[src/logic/ppb_config.svh]
// sizing macros for the ping-pong line buffer; include wherever a width or depth is needed
`ifndef PPB_CONFIG_SVH
`define PPB_CONFIG_SVH

//////////////////////////////////////////////////
// datapath sizes
//////////////////////////////////////////////////
`define PPB_DATA_W        8     // one pixel per byte
`define PPB_ADDR_W        10    // 1024 words per bank
`define PPB_BANK_WORDS    1024  // words in each sram bank

// frame depth loaded at reset
`define PPB_DEPTH_DEFAULT 768

`endif

[src/logic/ppb_pkg.sv]
// shared types for the ping-pong line buffer; imported by every design module
`include "ppb_config.svh"

package ppb_pkg;

  //////////////////////////////////////////////////
  // vector types
  //////////////////////////////////////////////////
  typedef logic [`PPB_DATA_W-1:0] pix_t;     // one pixel
  typedef logic [`PPB_ADDR_W-1:0] addr_t;    // bank address or fill count

  // one extra bit so a full 1024 word frame fits
  typedef logic [`PPB_ADDR_W:0]   depth_t;

  typedef logic [15:0]            frame_cnt_t;  // completed frames, wraps

  //////////////////////////////////////////////////
  // fill controller state
  //////////////////////////////////////////////////
  typedef enum logic {
    FILL_BANK0 = 1'b0,  // bank0 fills, bank1 serves reads
    FILL_BANK1 = 1'b1   // bank1 fills, bank0 serves reads
  } fill_state_t;

endpackage

[src/logic/ppb_cfg_regs.sv]
// runtime configuration of frame depth and enable, plus the completed-frame counter
`timescale 1ns/1ps
`include "ppb_config.svh"

module ppb_cfg_regs (
  input  logic                i_clk_output,
  input  logic                i_rst_n,
  input  logic                i_cfg_we,       // single cycle write strobe
  input  logic                i_cfg_sel,      // 0 depth, 1 enable
  input  ppb_pkg::depth_t     i_cfg_wdata,
  input  logic                i_frame_done,   // pulse per completed frame
  output ppb_pkg::depth_t     o_depth,
  output logic                o_enable,
  output ppb_pkg::frame_cnt_t o_frame_count
);
  import ppb_pkg::*;

  logic depth_ok;  // requested depth fits a bank

  // depth must be 1..bank size
  assign depth_ok = (i_cfg_wdata != '0) &&
                    (i_cfg_wdata <= depth_t'(`PPB_BANK_WORDS));

  //////////////////////////////////////////////////
  // depth and enable registers
  //////////////////////////////////////////////////
  always_ff @(posedge i_clk_output or negedge i_rst_n) begin
    if (!i_rst_n) begin
      o_depth  <= depth_t'(`PPB_DEPTH_DEFAULT);
      o_enable <= 1'b1;                        // buffer runs out of reset
    end else if (i_cfg_we) begin
      if (!i_cfg_sel) begin
        if (depth_ok) begin
          o_depth <= i_cfg_wdata;              // out of range dropped
        end
      end else begin
        o_enable <= i_cfg_wdata[0];            // bit 0 only
      end
    end
  end

  //////////////////////////////////////////////////
  // frame counter
  //////////////////////////////////////////////////
  always_ff @(posedge i_clk_output or negedge i_rst_n) begin
    if (!i_rst_n) begin
      o_frame_count <= '0;
    end else if (i_frame_done) begin
      o_frame_count <= o_frame_count + 1'b1;   // wraps at top
    end
  end

  // fill controller relies on a nonzero depth for its last-word compare
  a_depth_nonzero : assert property (
    @(posedge i_clk_output) disable iff (!i_rst_n)
    o_depth != '0
  ) else $error("ppb_cfg_regs: frame depth reached zero");

endmodule

[config.mk]
export PLATFORM = sky130hd
export DESIGN_NAME = ppb_cfg_regs
export DESIGN_NICKNAME = d
export VERILOG_FILES = /design/src/logic/ppb_pkg.sv /design/src/logic/ppb_cfg_regs.sv
export VERILOG_INCLUDE_DIRS = /design/src /design/src/logic
export SDC_FILE = /design/constraint.sdc
export NUM_CORES = 1
export LEC_CHECK = 0
export ABC_AREA = 1
export BUFFER_PORTS_ARGS = -buffer_cell sky130_fd_sc_hd__buf_2
export CAP_MARGIN = 15
export CORE_UTILIZATION = 45
export CTS_CLUSTER_DIAMETER = 30
export DETAILED_ROUTE_END_ITERATION = 10
export GPL_TIMING_DRIVEN = 0
export PLACE_DENSITY = 0.82
export SLEW_MARGIN = 15
export SYNTH_ARGS = -nofsm -noshare
export SYNTH_HDL_FRONTEND = slang
export SYNTH_SLANG_ARGS = --single-unit
[constraint.sdc]
create_clock -name i_clk_output -period 2.15 [get_ports i_clk_output]
set_input_delay 0 -clock i_clk_output [delete_from_list [all_inputs] [get_ports i_clk_output]]
set_output_delay 0 -clock i_clk_output [all_outputs]
set_load 0.05 [all_outputs]
== Word level (Yosys, flattened, before mapping) ==
Index checks and enable logic that the tools add are counted.

* Input port bits: 16
* Flip-flop bits (word level): 28
* Output and inout bits: 28
* Logic and storage cells: 10

* Bitwise logic cells: 1
* $add $sub $neg: 1
* Reductions and logical operators: 4
* $lt $le $gt $ge: 1

{| class="wikitable"
|+ Operator list
! operator !! count
|-
| 16-bit by 1-bit adder with 16-bit output (second input constant) || 1
|-
| 11-bit less-or-equal comparator (second input constant) || 1
|-
| 11-bit nonzero test || 1
|-
| 3-bit AND reduction || 1
|-
| 2-bit AND reduction || 1
|-
| 1-bit logical AND || 1
|-
| 1-bit inverter || 1
|}

== Longest topological paths before layout ==
* Word-level depth: 3
* Gate-level depth with buffers: 9
* Depth with buffers taken out: 9

== Worst setup path after synthesis ==
Ideal clock, no wire load.

* Path type: reg-to-output
* Start: reg o_frame_count[0] (netlist name)
* End: out o_frame_count[14]
* Setup time: 0.123 ns
* Required time: 2.027 ns
* Setup slack: 0.559 ns
* Arrival time: 1.468 ns
* Stages on the path, launching flop included: 9
* Buffers on the path: 0
* Cells stage by stage: dfrtp_1 > ha_1 > nand3_1 > inv_1 > nand2_1 > inv_1 > nand2_1 > o21ai_0 > nand2_1

{| class="wikitable"
|+ RTL lines
! element !! RTL line !! RTL
|-
| end, declared || ppb_cfg_regs.sv:14 || <nowiki>output ppb_pkg::frame_cnt_t o_frame_count</nowiki>
|}

==> summary.txt <==
Status - completed
Post-synth net total - 169
# fillers - 239
Drt total wl - 3020 um
Layout area overhead - 33.6%
All-Layer GR Usage - 20.7%
Cells after synthesis - 152
Lkg Pwr - 1.02 nW
Slew @ Worst Pin - 0.619 ns
R2R Setup Slk - 0.76 ns
Fin util - 64.5%
Vias per cell - 5.06
Crit-path cells - dlygate4sd3_1 -> buf_2 -> nor2_1 -> nand2_1 -> nor2_1 -> nand4_1 -> dlygate4sd3_1 -> nand2_1
Multi-input combinational cell area - 562 sq um
Compound-Gate Fraction of Synth Area - 3.82%
CTS root buffer - clkbuf_4
RSZ-0062 raised after global routing - no
Part of the power in the clock network - 15.3%
ANT nets after route - 0
First-pass GRT wire length - 5180 um
Total CTS buffers - 3
CORE AREA - 0.00278 sq mm
Pwr per Cell Area - 939 mW/mm^2
Combinational power share - 41.7%
Die W - 56.6 um
Vias in the first global route - 1219
Switching fraction of total power - 45.4%
Crit-path max FO - 3
Ys Warns - 0
Clk slew on worst S/H paths - 0.14 ns
Post-DR wirelength/cell - 12.3 um
Critical path capture point type - flop
Crit path kind - primary input to flop
Tcrit/Tclk final - 70.7%
Pint - 919 uW
Sequential Power Share - 43.0%
CTS Sinks - 28
Total setup buffers inserted after CTS - 0
DRT Pass-1 Iters - 6
Syn Area/Cell - 8.83 sq um
Xor-xnor portion of the synthesized cell area - 5.22%
Simple-gate share of the synthesized area - 31.0%
Die Y - 56.6 um
# port buffers - 43
Clock skew - 0.00460 ns
Gr ovfl total - 0
CTS tree - done
Arr. time, crit path - 1.80 ns
Max-Cap Viols - 0
Final Max Tran Viols - 0
Row cnt - 19
Peak supply drop - 0.884 mV
Final Hold Vio Count - 0
Library cells used by synthesis - 26
Setup Viol. Count Final - 0
Most frequent cells in the layout - buf_2, nand2_1, dfrtp_1, nor2_1, dlygate4sd3_1
Area share of fa/ha/maj cells after synthesis - 0.932%
CTS Buffer Depth - 2
Final HPWL DP - 1970 um
Final Net Count - 233
Yosys reg bits - 28
Gpl congestion - 0.808
Die area - 0.00321 sq mm
DRC - 0
Via count - 1244
Most common cell after layout, fill and taps aside - buf_2
Share of post-route cells with drive strength above 1 - 27.9%
Largest family of logic cells by synthesized area - simple AND/OR/NAND/NOR gates
Antenna violations before repair - 0
Post-synthesis mux area share - 0.839%
CP startpoint kind - primary input
CP Data Required Time - 2.43 ns
Largest net degree at the start of global routing - 29
Worst slew margin - 58.8%
Reg area - 704 sq um
Min cycle time layout - 1.52 ns
Worst stage delay on the critical path - 0.58 ns
Antenna cell count - 0
Hold Crit Class - primary input to flop
Fmax - 657 MHz
Synth Cell Area - 0.00134 sq mm
Clock latency on the worst-skew pair - 0.33 ns
Initial drt markers - 51
Setup TNS Final - 0 ns
Sw power - 764 uW
Io pins - 44
Post-synthesis sequential area ratio - 52.5%
H-tree levels - 1
Slowest cell on the critical path - dlygate4sd3_1
Starting Density - 48.3%
==> final cells by class <==
class	count	area share, %
Timing Repair Buffer	59	20.9
Inverter	15	3.14
Tap cell	31	2.16
Sequential cell	28	39.3
Clock buffer	4	2.02
Multi-Input combinational cell	105	31.3
Buffer	4	1.12
==> layer usage <==
layer  vias up  track usage, %  wire length [um]
li1        613               -                 -
met4         0            3.48                24
met5         -               0                 0
met3         8            5.30               185
met2        64            39.7              1560
met1       559            23.0              1250
==> cell families (layout without fill, tap and decap cells) <==
| logic type | count (synthesis) | after routing |
|---|---|---|
| AND/OR/NAND/NOR | 86 | 86 |
| flip-flops | 28 | 28 |
| buffers and inverters | 19 | 82 |
| AO/OA/AOI/OAI | 9 | 9 |
| XOR/XNOR | 8 | 8 |
| adder cells (fa/ha/maj) | 1 | 1 |
| multiplexers | 1 | 1 |
==> registers in the layout, summed over array words and instances (netlist names) <==
| register | cells |
|---|---|
| o_frame_count | 16 |
| o_enable | 1 |
| o_depth | 11 |
==> cells in the mapped netlist <==
cell type / count / area, sq um
buf_4: 1 / 7.51
nand2_4: 2 / 22.5
dfstp_2: 3 / 78.8
xnor2_1: 2 / 17.5
or2_2: 1 / 6.26
inv_1: 15 / 56.3
dfrtp_1: 25 / 626
a22oi_1: 1 / 7.51
nand4_1: 13 / 81.3
o21ai_1: 2 / 10.0
a31oi_1: 1 / 6.26
buf_2: 1 / 5.00
clkbuf_1: 2 / 7.51
xor2_1: 6 / 52.6
nor3_1: 2 / 10.0
nor2_8: 1 / 20.0
nand3_1: 6 / 30.0
nor2_1: 16 / 60.1
a21oi_1: 2 / 10.0
nor2_4: 2 / 22.5
o21bai_1: 1 / 7.51
nand2_2: 1 / 6.26
o21ai_0: 2 / 10.0
mux2_2: 1 / 11.3
nand2_1: 42 / 158
ha_1: 1 / 12.5
==> worst max-delay path, delay by kind of cell <==
family,cells,cell delay [ns]
and+or+nand+nor,5,0.52
buffers and inverters,3,1.27
==> repair_timing <==
item | 4_1_cts | 5_1_grt
resized for setup | 0 | 0
hold endpoints to repair | 39 | 0
setup endpoints to repair | 0 | 0
hold buffers | 16 | 0
==> per-stage QoR <==
stage	hold slack [ns]	area [sq um]	power (mW)	cells	setup slack (ns)
finish	0.0810	1790	1.68	246	0.629
global route	0.100	1790	1.77	246	0.549
CTS	0.0536	1790	1.69	246	0.742
detailed placement	0.0491	1600	1.41	226	0.789
global placement	0.0420	1600	1.40	226	0.824
floorplan	-0.296	1340	1.24	152	0.559
==> final timing paths <==
kind | startpoint | end | depth (start not counted)
min in group asynchronous | i_rst_n | o_frame_count[1]$_DFFE_PN0P_ | 2
worst max register to register | o_frame_count[0]$_DFFE_PN0P_ | o_frame_count[14]$_DFFE_PN0P_ | 8
worst max-delay path | i_cfg_wdata[0] | o_depth[10]$_DFFE_PN0P_ | 8
worst min register to register | o_depth[9]$_DFFE_PN1P_ | o_depth[9]$_DFFE_PN1P_ | 2
max in group asynchronous | i_rst_n | o_frame_count[14]$_DFFE_PN0P_ | 2
worst min-delay path | i_cfg_sel | o_depth[10]$_DFFE_PN0P_ | 5
==> power by group through the flow <==
stage / Combinational [mW] / Sequential, mW / Clock, mW
detailed placement: 0.680 / 0.731 / 0
finish: 0.702 / 0.723 / 0.258
global route: 0.745 / 0.737 / 0.288
global placement: 0.669 / 0.728 / 0
floorplan: 0.170 / 1.07 / 0
CTS: 0.703 / 0.721 / 0.267
(Power assumes the default switching activity.)
