### config.mk
export PLATFORM = sky130hd
export DESIGN_NAME = fill_ctrl
export DESIGN_NICKNAME = d
export VERILOG_FILES = /design/src/logic/ppb_pkg.sv /design/src/logic/fill_ctrl.sv
export VERILOG_INCLUDE_DIRS = /design/src /design/src/logic
export SDC_FILE = /design/constraint.sdc
export NUM_CORES = 1
export LEC_CHECK = 0
export BUFFER_PORTS_ARGS = -buffer_cell sky130_fd_sc_hd__buf_2
export CAP_MARGIN = 40
export CORE_ASPECT_RATIO = 1.1
export CORE_MARGIN = 4
export CORE_UTILIZATION = 51
export CTS_CLUSTER_SIZE = 20
export DETAILED_ROUTE_END_ITERATION = 8
export PLACE_DENSITY = 0.78
export SKIP_LAST_GASP = 1
export SLEW_MARGIN = 25
export SYNTH_ARGS = -nofsm -noshare
export SYNTH_HDL_FRONTEND = slang
export SYNTH_SLANG_ARGS = --single-unit
### constraint.sdc
create_clock -name i_clk_output -period 5.2 [get_ports i_clk_output]
set_input_delay 0.26 -clock i_clk_output [delete_from_list [all_inputs] [get_ports i_clk_output]]
set_output_delay 0.26 -clock i_clk_output [all_outputs]
set_load 0.02 [all_outputs]
### src/logic/ppb_config.svh
// sizing macros for the ping-pong line buffer; include wherever a width or depth is needed
`ifndef PPB_CONFIG_SVH
`define PPB_CONFIG_SVH

//////////////////////////////////////////////////
// datapath sizes
//////////////////////////////////////////////////
`define PPB_DATA_W        8     // one pixel per byte
`define PPB_ADDR_W        10    // 1024 words per bank
`define PPB_BANK_WORDS    1024  // words in each sram bank

// frame depth loaded at reset
`define PPB_DEPTH_DEFAULT 768

`endif

### src/logic/ppb_pkg.sv
// shared types for the ping-pong line buffer; imported by every design module
`include "ppb_config.svh"

package ppb_pkg;

  //////////////////////////////////////////////////
  // vector types
  //////////////////////////////////////////////////
  typedef logic [`PPB_DATA_W-1:0] pix_t;     // one pixel
  typedef logic [`PPB_ADDR_W-1:0] addr_t;    // bank address or fill count

  // one extra bit so a full 1024 word frame fits
  typedef logic [`PPB_ADDR_W:0]   depth_t;

  typedef logic [15:0]            frame_cnt_t;  // completed frames, wraps

  //////////////////////////////////////////////////
  // fill controller state
  //////////////////////////////////////////////////
  typedef enum logic {
    FILL_BANK0 = 1'b0,  // bank0 fills, bank1 serves reads
    FILL_BANK1 = 1'b1   // bank1 fills, bank0 serves reads
  } fill_state_t;

endpackage

### src/logic/fill_ctrl.sv
// fill side control; follows the switch level, counts writes and pulses ready per frame
`timescale 1ns/1ps
`include "ppb_config.svh"

module fill_ctrl (
  input  logic            i_clk_output,
  input  logic            i_rst_n,
  input  logic            i_switch_pingpong,  // level, names the fill bank
  input  ppb_pkg::pix_t   i_data_din,
  input  logic            i_data_din_vld,
  input  ppb_pkg::depth_t i_depth,            // from config block
  input  logic            i_enable,
  output logic            o_fill_bank,        // bank written at this edge
  output logic            o_wr_en,
  output ppb_pkg::addr_t  o_wr_addr,
  output ppb_pkg::pix_t   o_wr_data,
  output logic            o_pl_buffer_ready,
  output logic            o_state_change,
  output logic            o_frame_done
);
  import ppb_pkg::*;

  fill_state_t state_q;    // current fill bank
  fill_state_t state_nxt;
  depth_t      cnt_q;      // words written this frame
  depth_t      cnt_cur;    // count seen by this edge
  depth_t      cnt_nxt;
  depth_t      depth_q;    // depth latched for this frame
  depth_t      depth_cur;
  logic        flip;       // switch level differs from state
  logic        last_wr;    // final word of the frame
  logic        ready_q;

  //////////////////////////////////////////////////
  // fsm next state
  //////////////////////////////////////////////////
  always_comb begin
    case (i_switch_pingpong)
      1'b1:    state_nxt = FILL_BANK1;
      default: state_nxt = FILL_BANK0;
    endcase
  end

  assign flip      = (state_nxt != state_q);
  assign cnt_cur   = flip ? '0 : cnt_q;           // new frame starts at 0
  assign depth_cur = flip ? i_depth : depth_q;    // depth picked up on switch

  //////////////////////////////////////////////////
  // write request
  //////////////////////////////////////////////////
  assign o_wr_en     = i_data_din_vld && i_enable && (cnt_cur < depth_cur);
  assign o_wr_addr   = addr_t'(cnt_cur);          // count below 1024 when writing
  assign o_wr_data   = i_data_din;
  assign o_fill_bank = (state_nxt == FILL_BANK1); // same edge write lands in new bank

  assign last_wr = o_wr_en && (cnt_cur == depth_cur - 1'b1);
  assign cnt_nxt = o_wr_en ? cnt_cur + 1'b1 : cnt_cur;  // extra bytes dropped

  //////////////////////////////////////////////////
  // state, counter and pulses
  //////////////////////////////////////////////////
  always_ff @(posedge i_clk_output or negedge i_rst_n) begin
    if (!i_rst_n) begin
      state_q        <= FILL_BANK0;
      cnt_q          <= '0;
      depth_q        <= depth_t'(`PPB_DEPTH_DEFAULT);
      ready_q        <= 1'b0;
      o_state_change <= 1'b0;
    end else begin
      state_q        <= state_nxt;
      cnt_q          <= cnt_nxt;
      depth_q        <= depth_cur;
      ready_q        <= last_wr;   // one cycle after last word
      o_state_change <= flip;      // one cycle after the flip
    end
  end

  assign o_pl_buffer_ready = ready_q;
  assign o_frame_done      = ready_q;  // frame counter follows ready

  // count stops at the latched depth across frames
  a_cnt_in_range : assert property (
    @(posedge i_clk_output) disable iff (!i_rst_n)
    cnt_q <= depth_q
  ) else $error("fill_ctrl: fill count past latched depth");

  // disabled buffer writes nothing, so the count only moves on a switch
  a_cnt_hold_disabled : assert property (
    @(posedge i_clk_output) disable iff (!i_rst_n)
    (!i_enable && !flip) |=> $stable(cnt_q)
  ) else $error("fill_ctrl: fill count moved while disabled");

endmodule

## Yosys cells after proc, flatten, opt, wreduce, memory -nomap -nowiden

Cells that the tools add are included.

- Register bits: 25
- Input bits: 24
- Output and inout bits: 23
- Word-level logic and storage cells: 17

- Add/sub/neg operators: 2
- Order comparisons: 1
- Equal/unequal tests: 2
- Muxes and demuxes: 4
- Reductions and logical operators: 3

Operators with widths:

| cell | count |
|---|---|
| $mux W11 | 3 |
| $add A11 B1 Y11 const B | 1 |
| $eq A11 B11 Y1 | 1 |
| $lt A11 B11 Y1 | 1 |
| $sub A11 B1 Y11 const B | 1 |
| $logic_and A1 B1 Y1 | 3 |
| $mux W1 | 1 |
| $ne A1 B1 Y1 | 1 |

## Depth between registers and ports, before layout

- Word-level depth: 6
- Mapped depth: 15
- Gate-level depth less buffers: 12

## Worst setup path after synthesis

No wires, ideal clock.

- Path type: register to output
- Start point: register state_q (netlist name)
- End point: output cnt_q[6]
- Library setup time: 0.131 ns
- Data arrival time: 3.129 ns
- Required time: 5.069 ns
- Path slack: 1.940 ns
- Cell stages (with the launch flop): 13
- Buffers on the path: 3
- Path through: dfrtp_1 -> xnor2_2 -> clkbuf_1 -> clkbuf_1 -> nand2_1 -> and2_1 -> ha_1 -> a22o_1 -> o41ai_1 -> and3_1 -> buf_1 -> nand4_1 -> xnor2_1

RTL lines:

| item | line | text |
|---|---|---|
| end, declared | fill_ctrl.sv:25 | `depth_t cnt_q;` |

## Final worst setup path

- Start point: register state_q
- End point: output o_wr_en

- Word-level cells in the longest chain between the ends: 4
- Elaborated cells on any way between the ends: 5
- Classes of those cells: order compare: 1; eq/ne: 1; mux: 2; reduce/logical: 1

RTL lines:

| item | line | text |
|---|---|---|
| start, declared | fill_ctrl.sv:23 | `fill_state_t state_q;` |
| start signal, assigned | fill_ctrl.sv:70 | `state_q <= state_nxt;` |
| $ne A1 B1 Y1 * | fill_ctrl.sv:44 | `assign flip = (state_nxt != state_q);` |
| $mux W11 (on tied branches) | fill_ctrl.sv:45, fill_ctrl.sv:46 |  |
| $lt A11 B11 Y1 * | fill_ctrl.sv:51 | `assign o_wr_en = i_data_din_vld && i_enable && (cnt_cur < depth_cur);` |
| $logic_and A1 B1 Y1 * | fill_ctrl.sv:51 |  |
| end, declared | fill_ctrl.sv:14 | `output logic o_wr_en,` |

Mark *: on every way between the ends. The rest lies on a longest branch, timed or not.

==> summary.txt <==
Status
  – Status: finished clean

Yosys
  – Post-synth EDFFs: 0
  – Synth Area in Compound Gates: 0.105
  – Post-synth top cells: nand2_1 (25), dfrtp_1 (23), xnor2_1 (21)
  – Ys flop type: dfrtp_1
  – Synthesized flop and latch total: 25
  – Synth Area in Simple Gates: 0.248
  – Post-Syn Area: 1920 um2
  – Synth Instances: roughly 220
  – Ys Warns: 0
  – Async SR Flop Fraction: 1.00
  – Distinct cells, synth: 45
  – Synthesized-area fraction occupied by adder cells: 0.0847
  – Mapped Nets: roughly 250
  – Post-synthesis mux area share: 0.0215
  – Most common cell in the synthesized netlist: nand2_1
  – Mean Syn Cell Area: between 8 and 9 um2
  – Xor and xnor area share after synthesis: 0.132
  – Ranking of synthesized cells by area: dfrtp_1 (30%), xnor2_1 (9.6%), ha_1 (8.5%), and2_1 (6.5%), nand2_1 (4.9%)
  – Synth top area share: 0.300
  – Register area share after synthesis: 0.327
  – Largest family of logic cells by synthesized area: simple AND/OR/NAND/NOR gates
  – Yosys top cell by area: dfrtp_1

STA
  – Setup violators final: 0
  – Worst setup margin: 1680 ps
  – Final-report max-slew violation count: 0
  – Total negative setup slack: 0 ps
  – Final Hold Fails: 0
  – Crit path time final: 3520 ps
  – Max Freq: approximately 280 MHz
  – Final cycle utilization of the critical path: 0.677
  – Skew final: 5.61 ps
  – Worst-Margin Slew: around 600 ps
  – Unrepaired setup endpoints after global routing: false
  – Relative slew slack: 0.606
  – Hold slack final: between 100 and 150 ps

Placed design
  – DP HPWL: roughly 3.3 mm
  – GP Congestion: 0.850
  – Dpl ws: 2060 ps
  – Buffers on Ports: 30
  – Placed Cells: 280

Die
  – Initial core utilization: 0.529
  – Die area: approximately 4800 um2
  – Die Wd: 66.5 um
  – Rows: 23
  – I/O pin total: 47
  – Die span in y: 72.3 um
  – Core area: ~3600 um2

GRT
  – Largest net degree at the start of global routing: 37
  – GRT overflow: 0
  – Vias in the first global route: approximately 1500
  – Initial antenna violation count: 0
  – Gr usage total: 0.189
  – Global-route wire length before repair: about 7.0 mm

Setup path
  – Crit-path leading delay family: buffers and inverters
  – Startpoint Class: flip-flop
  – R2R depth: 11
  – Critical Path End Type: primary output
  – Buffers & Inverters on Critical Path: 3
  – WP data arrival: around 3300 ps
  – Levels on crit path: 11
  – CP max stage delay: about 510 ps
  – Cell Chain, Critical Path: xnor2_2 > buf_4 > inv_2 > nand2_1 > and2_1 > ha_1 > o211ai_1 > a21oi_1 > o41ai_1 > and3_1 > buf_2
  – Slowest-stage cell, CP: and3_1
  – WP data required: around 4900 ps
  – CP Max Fanout: 36
  – Setup Crit Path Kind: flip-flop to primary output

Drt
  – DR DRC count: 0
  – DR pass1 iterations: 4
  – Antenna viol nets, final: 0
  – DR iter-0 viols: approximately 100
  – Vias/cell: roughly 5.4
  – Via Count: approximately 1500
  – Final wirelength: between 4 and 5 mm
  – Wire per inst: approximately 15 um

Clock network
  – Worst-skew pair later-pin latency: roughly 270 ps
  – Post-CTS setup buffer count: 0
  – CTS tree: built
  – Root Buffer: clkbuf_8
  – Clk sinks: 25
  – Total CTS buffers: 3
  – Post-cts sizing count: 0
  – CTS Buffer Depth: 2
  – CTS H-Tree Depth: 1
  – CTS clk-pin slew, worst paths: around 90 ps

Layout
  – Number of diodes: 0
  – Share of cells above drive strength 1: 0.179
  – Layout area overhead: 9.13%
  – Nets: roughly 270
  – Non-filler cells, final: roughly 290

Min path
  – Hold path depth: 1
  – Hold Crit Class: primary input to flip-flop

Power and ir drop
  – Leakage dissipation: approximately 1.0 nW
  – Pwr dens: ~240 nW/um2
  – Maximum VDD drop: about 0.13 mV

Flow run
  – Max-cap violation count: 0
-- sequential cells by signal, indices dropped and copies added, names as in the netlist --
signal	cells
cnt_q	11
depth_q	11
o_frame_done	1
o_state_change	1
state_q	1
-- kinds of logic (layout without fill, tap and decap cells) --
logic type,count (synthesis),count (layout)
buffers and inverters,31,51
DFF,25,25
xor gates and xnor gates,28,28
and+or+nand+nor,88,88
muxes,4,4
AOI/OAI and AO/OA,26,26
adders and majority gates,13,13
-- per-stage QoR --
step                      total power, W  utilization  area [um2]
after floorplan                 0.000345            -        1920
after global placement          0.000372        0.562        2040
after detailed placement        0.000377        0.562        2040
after CTS                       0.000499        0.578        2090
after global routing            0.000524        0.578        2090
final                           0.000494        0.578        2090
-- per-layer routing --
| layer | vias up | GRT usage | routed length, um |
|---|---|---|---|
| li1 | 766 | - | - |
| met1 | 745 | 0.244 | 1870 |
| met2 | 32 | 0.324 | 2160 |
| met3 | 4 | 0.0294 | 202 |
| met4 | 0 | 0.0587 | 60 |
| met5 | - | 0 | 0 |
-- power by group --
| group | internal, W | switching, W | total (W) |
|---|---|---|---|
| combinational | 0.0000628 | 0.0000839 | 0.000147 |
| clock | 0.0000548 | 0.0000632 | 0.000118 |
| sequential | 0.000212 | 0.0000171 | 0.000229 |
| total | 0.000329 | 0.000164 | 0.000494 |
-- final timing paths --
kind | from | slack (ps) | endpoint
min | i_switch_pingpong | 150 | state_q
max in group asynchronous | i_rst_n | 4290 | cnt_q[3]
max reg2reg | state_q | 1960 | cnt_q[1]
min reg2reg | depth_q[10] | 550 | depth_q[10]
min in group asynchronous | i_rst_n | 520 | depth_q[10]
max | state_q | 1680 | o_wr_en
-- cell usage in the layout, fill, tap and decap left out, types with 2 or more instances in the layout --
cell,netlist,routed
and3_1,5,5
clkbuf_8,0,3
nor2b_1,2,2
or3_1,2,2
nor4_1,5,5
nand2_1,25,25
dfrtp_1,23,23
and2_1,20,20
xnor2_1,21,21
a21boi_0,2,2
o21ai_0,5,5
a21o_1,2,2
buf_2,2,30
ha_1,13,13
nand4_1,9,9
nor2_1,6,6
a21oi_1,5,5
nor3_1,4,4
inv_1,14,14
nand3b_1,3,3
nand2b_1,3,3
dfstp_2,2,2
xor2_1,6,6
mux2i_1,3,3
-- final cells by class --
class | count | area [um2]
clock buffer | 4 | 45.0
fill | 366 | 1530
inverter | 15 | 56.3
multi-input combinational | 159 | 1130
sequential | 25 | 628
tap | 50 | 62.6
timing repair buffer | 32 | 168
-- timing repair --
action | 4_1_cts | 5_1_grt
hold buffers | 1 | 0
endpoints found under the setup margin | 0 | 0
hold endpoints to repair | 11 | 0
(Power assumes the default switching activity.)
