===== src/logic/ppb_config.svh =====
// sizing macros for the ping-pong line buffer; include wherever a width or depth is needed
`ifndef PPB_CONFIG_SVH
`define PPB_CONFIG_SVH

//////////////////////////////////////////////////
// datapath sizes
//////////////////////////////////////////////////
`define PPB_DATA_W        8     // one pixel per byte
`define PPB_ADDR_W        10    // 1024 words per bank
`define PPB_BANK_WORDS    1024  // words in each sram bank

// frame depth loaded at reset
`define PPB_DEPTH_DEFAULT 768

`endif


===== src/logic/ppb_pkg.sv =====
// shared types for the ping-pong line buffer; imported by every design module
`include "ppb_config.svh"

package ppb_pkg;

  //////////////////////////////////////////////////
  // vector types
  //////////////////////////////////////////////////
  typedef logic [`PPB_DATA_W-1:0] pix_t;     // one pixel
  typedef logic [`PPB_ADDR_W-1:0] addr_t;    // bank address or fill count

  // one extra bit so a full 1024 word frame fits
  typedef logic [`PPB_ADDR_W:0]   depth_t;

  typedef logic [15:0]            frame_cnt_t;  // completed frames, wraps

  //////////////////////////////////////////////////
  // fill controller state
  //////////////////////////////////////////////////
  typedef enum logic {
    FILL_BANK0 = 1'b0,  // bank0 fills, bank1 serves reads
    FILL_BANK1 = 1'b1   // bank1 fills, bank0 serves reads
  } fill_state_t;

endpackage


===== src/logic/bank_port_if.sv =====
// port bundle of one single-port sram bank; router drives it, the bank answers
`timescale 1ns/1ps

interface bank_port_if;
  import ppb_pkg::*;

  addr_t addr;   // word address
  pix_t  wdata;  // write data
  logic  we;     // write enable
  logic  cs;     // chip select
  pix_t  rdata;  // registered read data

  // controller side
  modport ctrl (
    output addr,
    output wdata,
    output we,
    output cs,
    input  rdata
  );

  // memory side
  modport mem (
    input  addr,
    input  wdata,
    input  we,
    input  cs,
    output rdata
  );

endinterface


===== src/logic/bank_router.sv =====
// routes fill writes and reader addresses to the two banks and registers the read data
`timescale 1ns/1ps

module bank_router (
  input  logic           i_clk_output,
  input  logic           i_rst_n,
  input  logic           i_fill_bank,   // bank that takes writes
  input  logic           i_wr_en,
  input  ppb_pkg::addr_t i_wr_addr,
  input  ppb_pkg::pix_t  i_wr_data,
  input  ppb_pkg::addr_t i_conv_addr,   // reader address
  input  logic           i_enable,
  bank_port_if.ctrl      bank0,
  bank_port_if.ctrl      bank1,
  output ppb_pkg::pix_t  o_conv_dout
);
  import ppb_pkg::*;

  logic rd_bank_q;  // bank read at the last edge
  logic rd_vld_q;   // a read really happened then

  //////////////////////////////////////////////////
  // bank steering
  //////////////////////////////////////////////////
  always_comb begin
    bank0.cs    = i_enable;   // both banks idle when disabled
    bank1.cs    = i_enable;
    bank0.wdata = i_wr_data;
    bank1.wdata = i_wr_data;
    if (i_fill_bank) begin
      bank1.addr = i_wr_addr;   // bank1 fills
      bank1.we   = i_wr_en;
      bank0.addr = i_conv_addr; // bank0 serves reads
      bank0.we   = 1'b0;
    end else begin
      bank0.addr = i_wr_addr;   // bank0 fills
      bank0.we   = i_wr_en;
      bank1.addr = i_conv_addr; // bank1 serves reads
      bank1.we   = 1'b0;
    end
  end

  //////////////////////////////////////////////////
  // read pipeline
  //////////////////////////////////////////////////
  always_ff @(posedge i_clk_output or negedge i_rst_n) begin
    if (!i_rst_n) begin
      rd_bank_q   <= 1'b1;      // bank1 reads out of reset
      rd_vld_q    <= 1'b0;
      o_conv_dout <= '0;
    end else begin
      rd_bank_q <= ~i_fill_bank;  // travels with the ram read
      rd_vld_q  <= i_enable;
      if (rd_vld_q) begin
        o_conv_dout <= rd_bank_q ? bank1.rdata : bank0.rdata;
      end
      // held while disabled
    end
  end

  // fill controller and steering keep exactly one bank writable
  a_one_writer : assert property (
    @(posedge i_clk_output) disable iff (!i_rst_n)
    !(bank0.we && bank1.we)
  ) else $error("bank_router: both banks written in one cycle");

endmodule


===== src/flat_wrapper.sv =====
// flat-port wrapper written by rule: the top's interface ports become plain ports
module bank_router_flat import ppb_pkg::*;
  (i_clk_output, i_rst_n, i_fill_bank, i_wr_en, i_wr_addr, i_wr_data, i_conv_addr, i_enable, o_conv_dout, bank0_addr, bank0_wdata, bank0_we, bank0_cs, bank0_rdata, bank1_addr, bank1_wdata, bank1_we, bank1_cs, bank1_rdata);
  bank_port_if bank0_i ();
  bank_port_if bank1_i ();
  input  logic i_clk_output;
  input  logic i_rst_n;
  input  logic i_fill_bank;
  input  logic i_wr_en;
  input  ppb_pkg::addr_t i_wr_addr;
  input  ppb_pkg::pix_t i_wr_data;
  input  ppb_pkg::addr_t i_conv_addr;
  input  logic i_enable;
  output ppb_pkg::pix_t o_conv_dout;
  output wire logic [$bits(bank0_i.addr)-1:0] bank0_addr;
  output wire logic [$bits(bank0_i.wdata)-1:0] bank0_wdata;
  output wire logic [$bits(bank0_i.we)-1:0] bank0_we;
  output wire logic [$bits(bank0_i.cs)-1:0] bank0_cs;
  input wire logic [$bits(bank0_i.rdata)-1:0] bank0_rdata;
  output wire logic [$bits(bank1_i.addr)-1:0] bank1_addr;
  output wire logic [$bits(bank1_i.wdata)-1:0] bank1_wdata;
  output wire logic [$bits(bank1_i.we)-1:0] bank1_we;
  output wire logic [$bits(bank1_i.cs)-1:0] bank1_cs;
  input wire logic [$bits(bank1_i.rdata)-1:0] bank1_rdata;
  assign bank0_addr = bank0_i.addr;
  assign bank0_wdata = bank0_i.wdata;
  assign bank0_we = bank0_i.we;
  assign bank0_cs = bank0_i.cs;
  assign bank0_i.rdata = bank0_rdata;
  assign bank1_addr = bank1_i.addr;
  assign bank1_wdata = bank1_i.wdata;
  assign bank1_we = bank1_i.we;
  assign bank1_cs = bank1_i.cs;
  assign bank1_i.rdata = bank1_rdata;
  bank_router u_core (.i_clk_output(i_clk_output), .i_rst_n(i_rst_n), .i_fill_bank(i_fill_bank), .i_wr_en(i_wr_en), .i_wr_addr(i_wr_addr), .i_wr_data(i_wr_data), .i_conv_addr(i_conv_addr), .i_enable(i_enable), .bank0(bank0_i), .bank1(bank1_i), .o_conv_dout(o_conv_dout));
endmodule

===== config.mk =====
export PLATFORM = sky130hd
export DESIGN_NAME = bank_router_flat
export DESIGN_NICKNAME = d
export VERILOG_FILES = /design/src/logic/ppb_pkg.sv /design/src/logic/bank_port_if.sv /design/src/logic/bank_router.sv /design/src/flat_wrapper.sv
export VERILOG_INCLUDE_DIRS = /design/src /design/src/logic
export SDC_FILE = /design/constraint.sdc
export NUM_CORES = 1
export LEC_CHECK = 0
export BUFFER_PORTS_ARGS = -buffer_cell sky130_fd_sc_hd__buf_2
export CORE_ASPECT_RATIO = 1.5
export CORE_MARGIN = 8
export CORE_UTILIZATION = 30
export CTS_BUF_LIST = sky130_fd_sc_hd__clkbuf_8
export DETAILED_ROUTE_END_ITERATION = 8
export PLACE_DENSITY = 0.74
export SYNTH_ARGS = -nofsm -noshare
export SYNTH_HDL_FRONTEND = slang
export SYNTH_SLANG_ARGS = --single-unit

===== constraint.sdc =====
create_clock -name i_clk_output -period 1.15 [get_ports i_clk_output]
set_clock_uncertainty 0.15 [all_clocks]
set_input_delay 0.0575 -clock i_clk_output [delete_from_list [all_inputs] [get_ports i_clk_output]]
set_output_delay 0.0575 -clock i_clk_output [all_outputs]
set_load 0.05 [all_outputs]

* Yosys cells after proc, flatten, opt, wreduce, memory -nomap -nowiden
Cells that the tools add are included.
Operators by class: $add $sub $neg 0, $mul 0, div/mod/pow operators 0, magnitude comparators 0, equality and inequality tests 0, shift-type cells 0, muxes and demuxes 5, bitwise gates (word level) 1, reduce and logical (&&, ||, !) cells 0
Operator list (count):
- 10-bit 2-to-1 mux | 2
- 8-bit 2-to-1 mux | 1
- 1-bit 2-to-1 mux | 2
- 1-bit NOT | 1
Storage, ports and cells: register bits after elaboration 10, bits in latches 0, RAM bits 0, memory bits (read-only) 0, input port bits 49, output and inout port bits 48, word-level logic and storage cells 9, memories 0

* Logic depth before layout (Yosys ltp)
depth in word-level cells 1, gate-level depth with buffers 4, mapped depth without buffers 2

* Least setup slack after synthesis
OpenSTA, ideal clock, no wires.
path type reg2out, from register u_core.rd_bank_q (netlist name), to output u_core.o_conv_dout[0], setup time 123 ps, data arrival time 904 ps, required time 877 ps, slack -26 ps, cell stages (with the launch flop) 4, path buffers 1, cells stage by stage dfstp_2 -> buf_4 -> mux2i_1 -> a21oi_1
RTL lines:
- to (decl) | RTL line bank_router.sv:15 | output ppb_pkg::pix_t o_conv_dout

==> results.py <==
metrics = {
    "critical_path": {
        "worstSetupStartpointType": "flop",
        "cp_top_family": "flip-flops",
        "crit_path_cell_trace": "mux2i_1 > a21oi_1",
        "crit_buf_inv": 0,
        "critPathMaxFanout": 8,
        "critPathArrivalTime_ns": 1.22,
        "criticalPathCategory": "flop to flop",
        "slowest_delay_ns": 0.67,
        "required_ns": 1.10,
        "critical_path.slowest_cell": "dfstp_2",
        "end_kind": "flop",
    },
    "yosys": {
        "synth.top_cell.area_share_pct": 27.4,
        "async_flop_share_pct": 100,
        "synth_seq_area_share_pct": 30.6,
        "synth_seq_cells": 10,
        "synth_common_cells": "buf_4 (20), mux2_2 (20), dfrtp_1 (9)",
        "synth_edf_count": 0,
        "synth.cell_area_um2": 821,
        "synth.distinct_cells": 12,
        "synth.area.top_cells": "dfrtp_1 (27%), mux2_2 (27%), buf_4 (18%)",
        "synth_area_per_cell_um2": 10.3,
        "ys.flop_type": "dfrtp_1",
        "yosysWarningCount": 0,
        "yosysTopAreaCell": "dfrtp_1",
        "syn_nets": 129,
        "netlist_instances": 80,
    },
    "cts": {
        "cts_buffers": 3,
        "hold_buffers": 18,
        "ctsRootBufferMaster": "clkbuf_8",
        "cts_tree": "yes",
        "cts.path.max_buffers": 2,
        "cts_setup_buffers": 0,
        "insertion_delay_ns": 0.23,
        "cts-htree-levels": 1,
        "clk_pin_slew_ns": 0.05,
        "cts_sinks": 10,
        "cts_resized": 0,
    },
    "global_routing": {
        "grt_remaining_overflow": 0,
        "grt_usage_pct": 11.3,
        "antenna_found_initial": 0,
        "grt_pass1_vias": 889,
        "grt_pass1_wl_um": 4330,
        "grt_max_degree": 24,
    },
    "power_and_ir_drop": {
        "power_density_mw_per_mm2": 1170,
        "p_total_uw": 1530,
        "p_leak_uw": 0.000669,
        "irDropWorstVdd_uv": 462,
    },
    "timing": {
        "maxSlewViolCount": 0,
        "min_period_ns": 1.27,
        "relSlewSlack_pct": 68.4,
        "rsz0062_at_grt": "true",
        "timing.final.crit_share_pct": 111,
        "hold_viol": 16,
        "setup_viol": 8,
        "timing.fmax_mhz": 785,
        "fin_ws_ns": -0.125,
        "tightest_slew_ns": 0.474,
        "whs_ns": -0.0350,
    },
    "drt": {
        "vias_per_cell": 4.45,
        "wl_per_cell_um": 15.0,
        "num_vias": 841,
        "dr.pass1.iters": 4,
        "drtAntennaViolNets": 0,
        "remaining_drc_errors": 0,
        "drt_iter0_markers": 48,
        "routed_wirelength_um": 2840,
    },
    "layout": {
        "final_cells": 189,
        "synthToLayoutAreaGrowth_pct": 59.0,
        "drive_gt1_share_pct": 64.5,
        "antenna_cells": 0,
        "layout.nets": 202,
        "fin_util_pct": 49.3,
    },
    "status": {
        "status": "finished, violations left",
        "violations": "negative hold slack, negative setup slack",
    },
    "place": {
        "io_buffer_count": 72,
        "place_congestion": 0.763,
        "dp_cells": 167,
        "dp_hpwl_um": 2100,
    },
    "die": {
        "initial_core_util_pct": 31.0,
        "fp.dieH_um": 80.1,
        "core_mm2": 0.00265,
        "pin_count": 97,
        "die_area_mm2": 0.00470,
        "dieWidth_um": 58.7,
        "rows": 23,
    },
    "run": {
        "maxCapViolCount": 0,
    },
    "hold_path": {
        "worstHoldPathType": "input pin to output port",
    },
}
## placed cells by master (no fill, tap or decap), drive strengths merged
cell type,netlist,final
buf,22,73
clkbuf,1,4
a21oi,8,8
nor2,8,8
dfrtp,9,9
and2,1,1
mux2,20,20
dlygate4sd3,0,18
mux2i,8,8
nor2b,1,1
dfstp,1,1
inv,1,1
## sequential cells by signal, summed over array words and instances (netlist names)
signal / cells
u_core.o_conv_dout: 8
u_core.rd_bank_q: 1
u_core.rd_vld_q: 1
## worst reg2reg max path, stage by stage, from the launching register on
cell     delay [ns]
dfstp_2        0.67
mux2i_1        0.24
a21oi_1        0.08
## final cells by class
cell class / count / area, µm²
Clock buffer: 4 / 55.1
Fill cell: 244 / 1340
Multi-Input combinational cell: 46 / 388
Timing Repair Buffer: 91 / 561
Inverter: 1 / 3.75
Sequential cell: 10 / 251
Tap cell: 37 / 46.3
## logic make-up after synthesis
| kind of cell | synth area share [%] |
|---|---|
| multiplexers | 37.2 |
| flip-flops | 30.6 |
| AO/OA/AOI/OAI | 4.88 |
| buffers and inverters | 22.1 |
| AND/OR/NAND/NOR | 5.18 |
## report_power, final
group | internal, µW | switching [µW] | total [µW] | leakage, µW
Sequential | 388 | 30.4 | 418 | 0.000111
Clock | 300 | 125 | 424 | 0.0000288
Combinational | 233 | 457 | 690 | 0.000529
Total | 920 | 612 | 1530 | 0.000669
## metrics by stage
step                      instance area [µm²]  TNS, ns  worst slack, ns  hold WS (ns)
after floorplan                           825        0         0.000414        -0.388
after global placement                   1070   -0.574          -0.0765        -0.230
after detailed placement                 1070   -0.836           -0.116        -0.224
after CTS                                1310   -0.762           -0.109       -0.0345
after global routing                     1310    -1.18           -0.173       -0.0349
final                                    1310   -0.788           -0.125       -0.0350
## path summary, 6_finish.rpt
check / end / from / cells after the start / slack (ns)
worst min register to register: u_core.o_conv_dout[4] / u_core.o_conv_dout[4] / 2 / 0.36
min in group asynchronous: u_core.o_conv_dout[7] / i_rst_n / 2 / 0.07
worst max register to register: u_core.o_conv_dout[4] / u_core.rd_bank_q / 2 / -0.12
worst min-delay path: bank0_wdata[6] / i_wr_data[6] / 0 / -0.03
max in group asynchronous: u_core.rd_bank_q / i_rst_n / 2 / 0.53
worst max-delay path: u_core.o_conv_dout[4] / u_core.rd_bank_q / 2 / -0.12
## repair_timing
action	4_1_cts	5_1_grt
endpoints found under the hold margin	35	16
endpoints found under the setup margin	8	8
pin swaps	6	2
gates cloned	0	0
## routing by layer
layer	vias up	part of all wire, %	GRT usage, %
met5	-	0	0
met4	0	0.25	2.16
met3	2	13	4.47
met2	64	44	18.2
met1	379	42	14.0
li1	396	-	-
No activity file was read; power rests on OpenSTA's default activity.
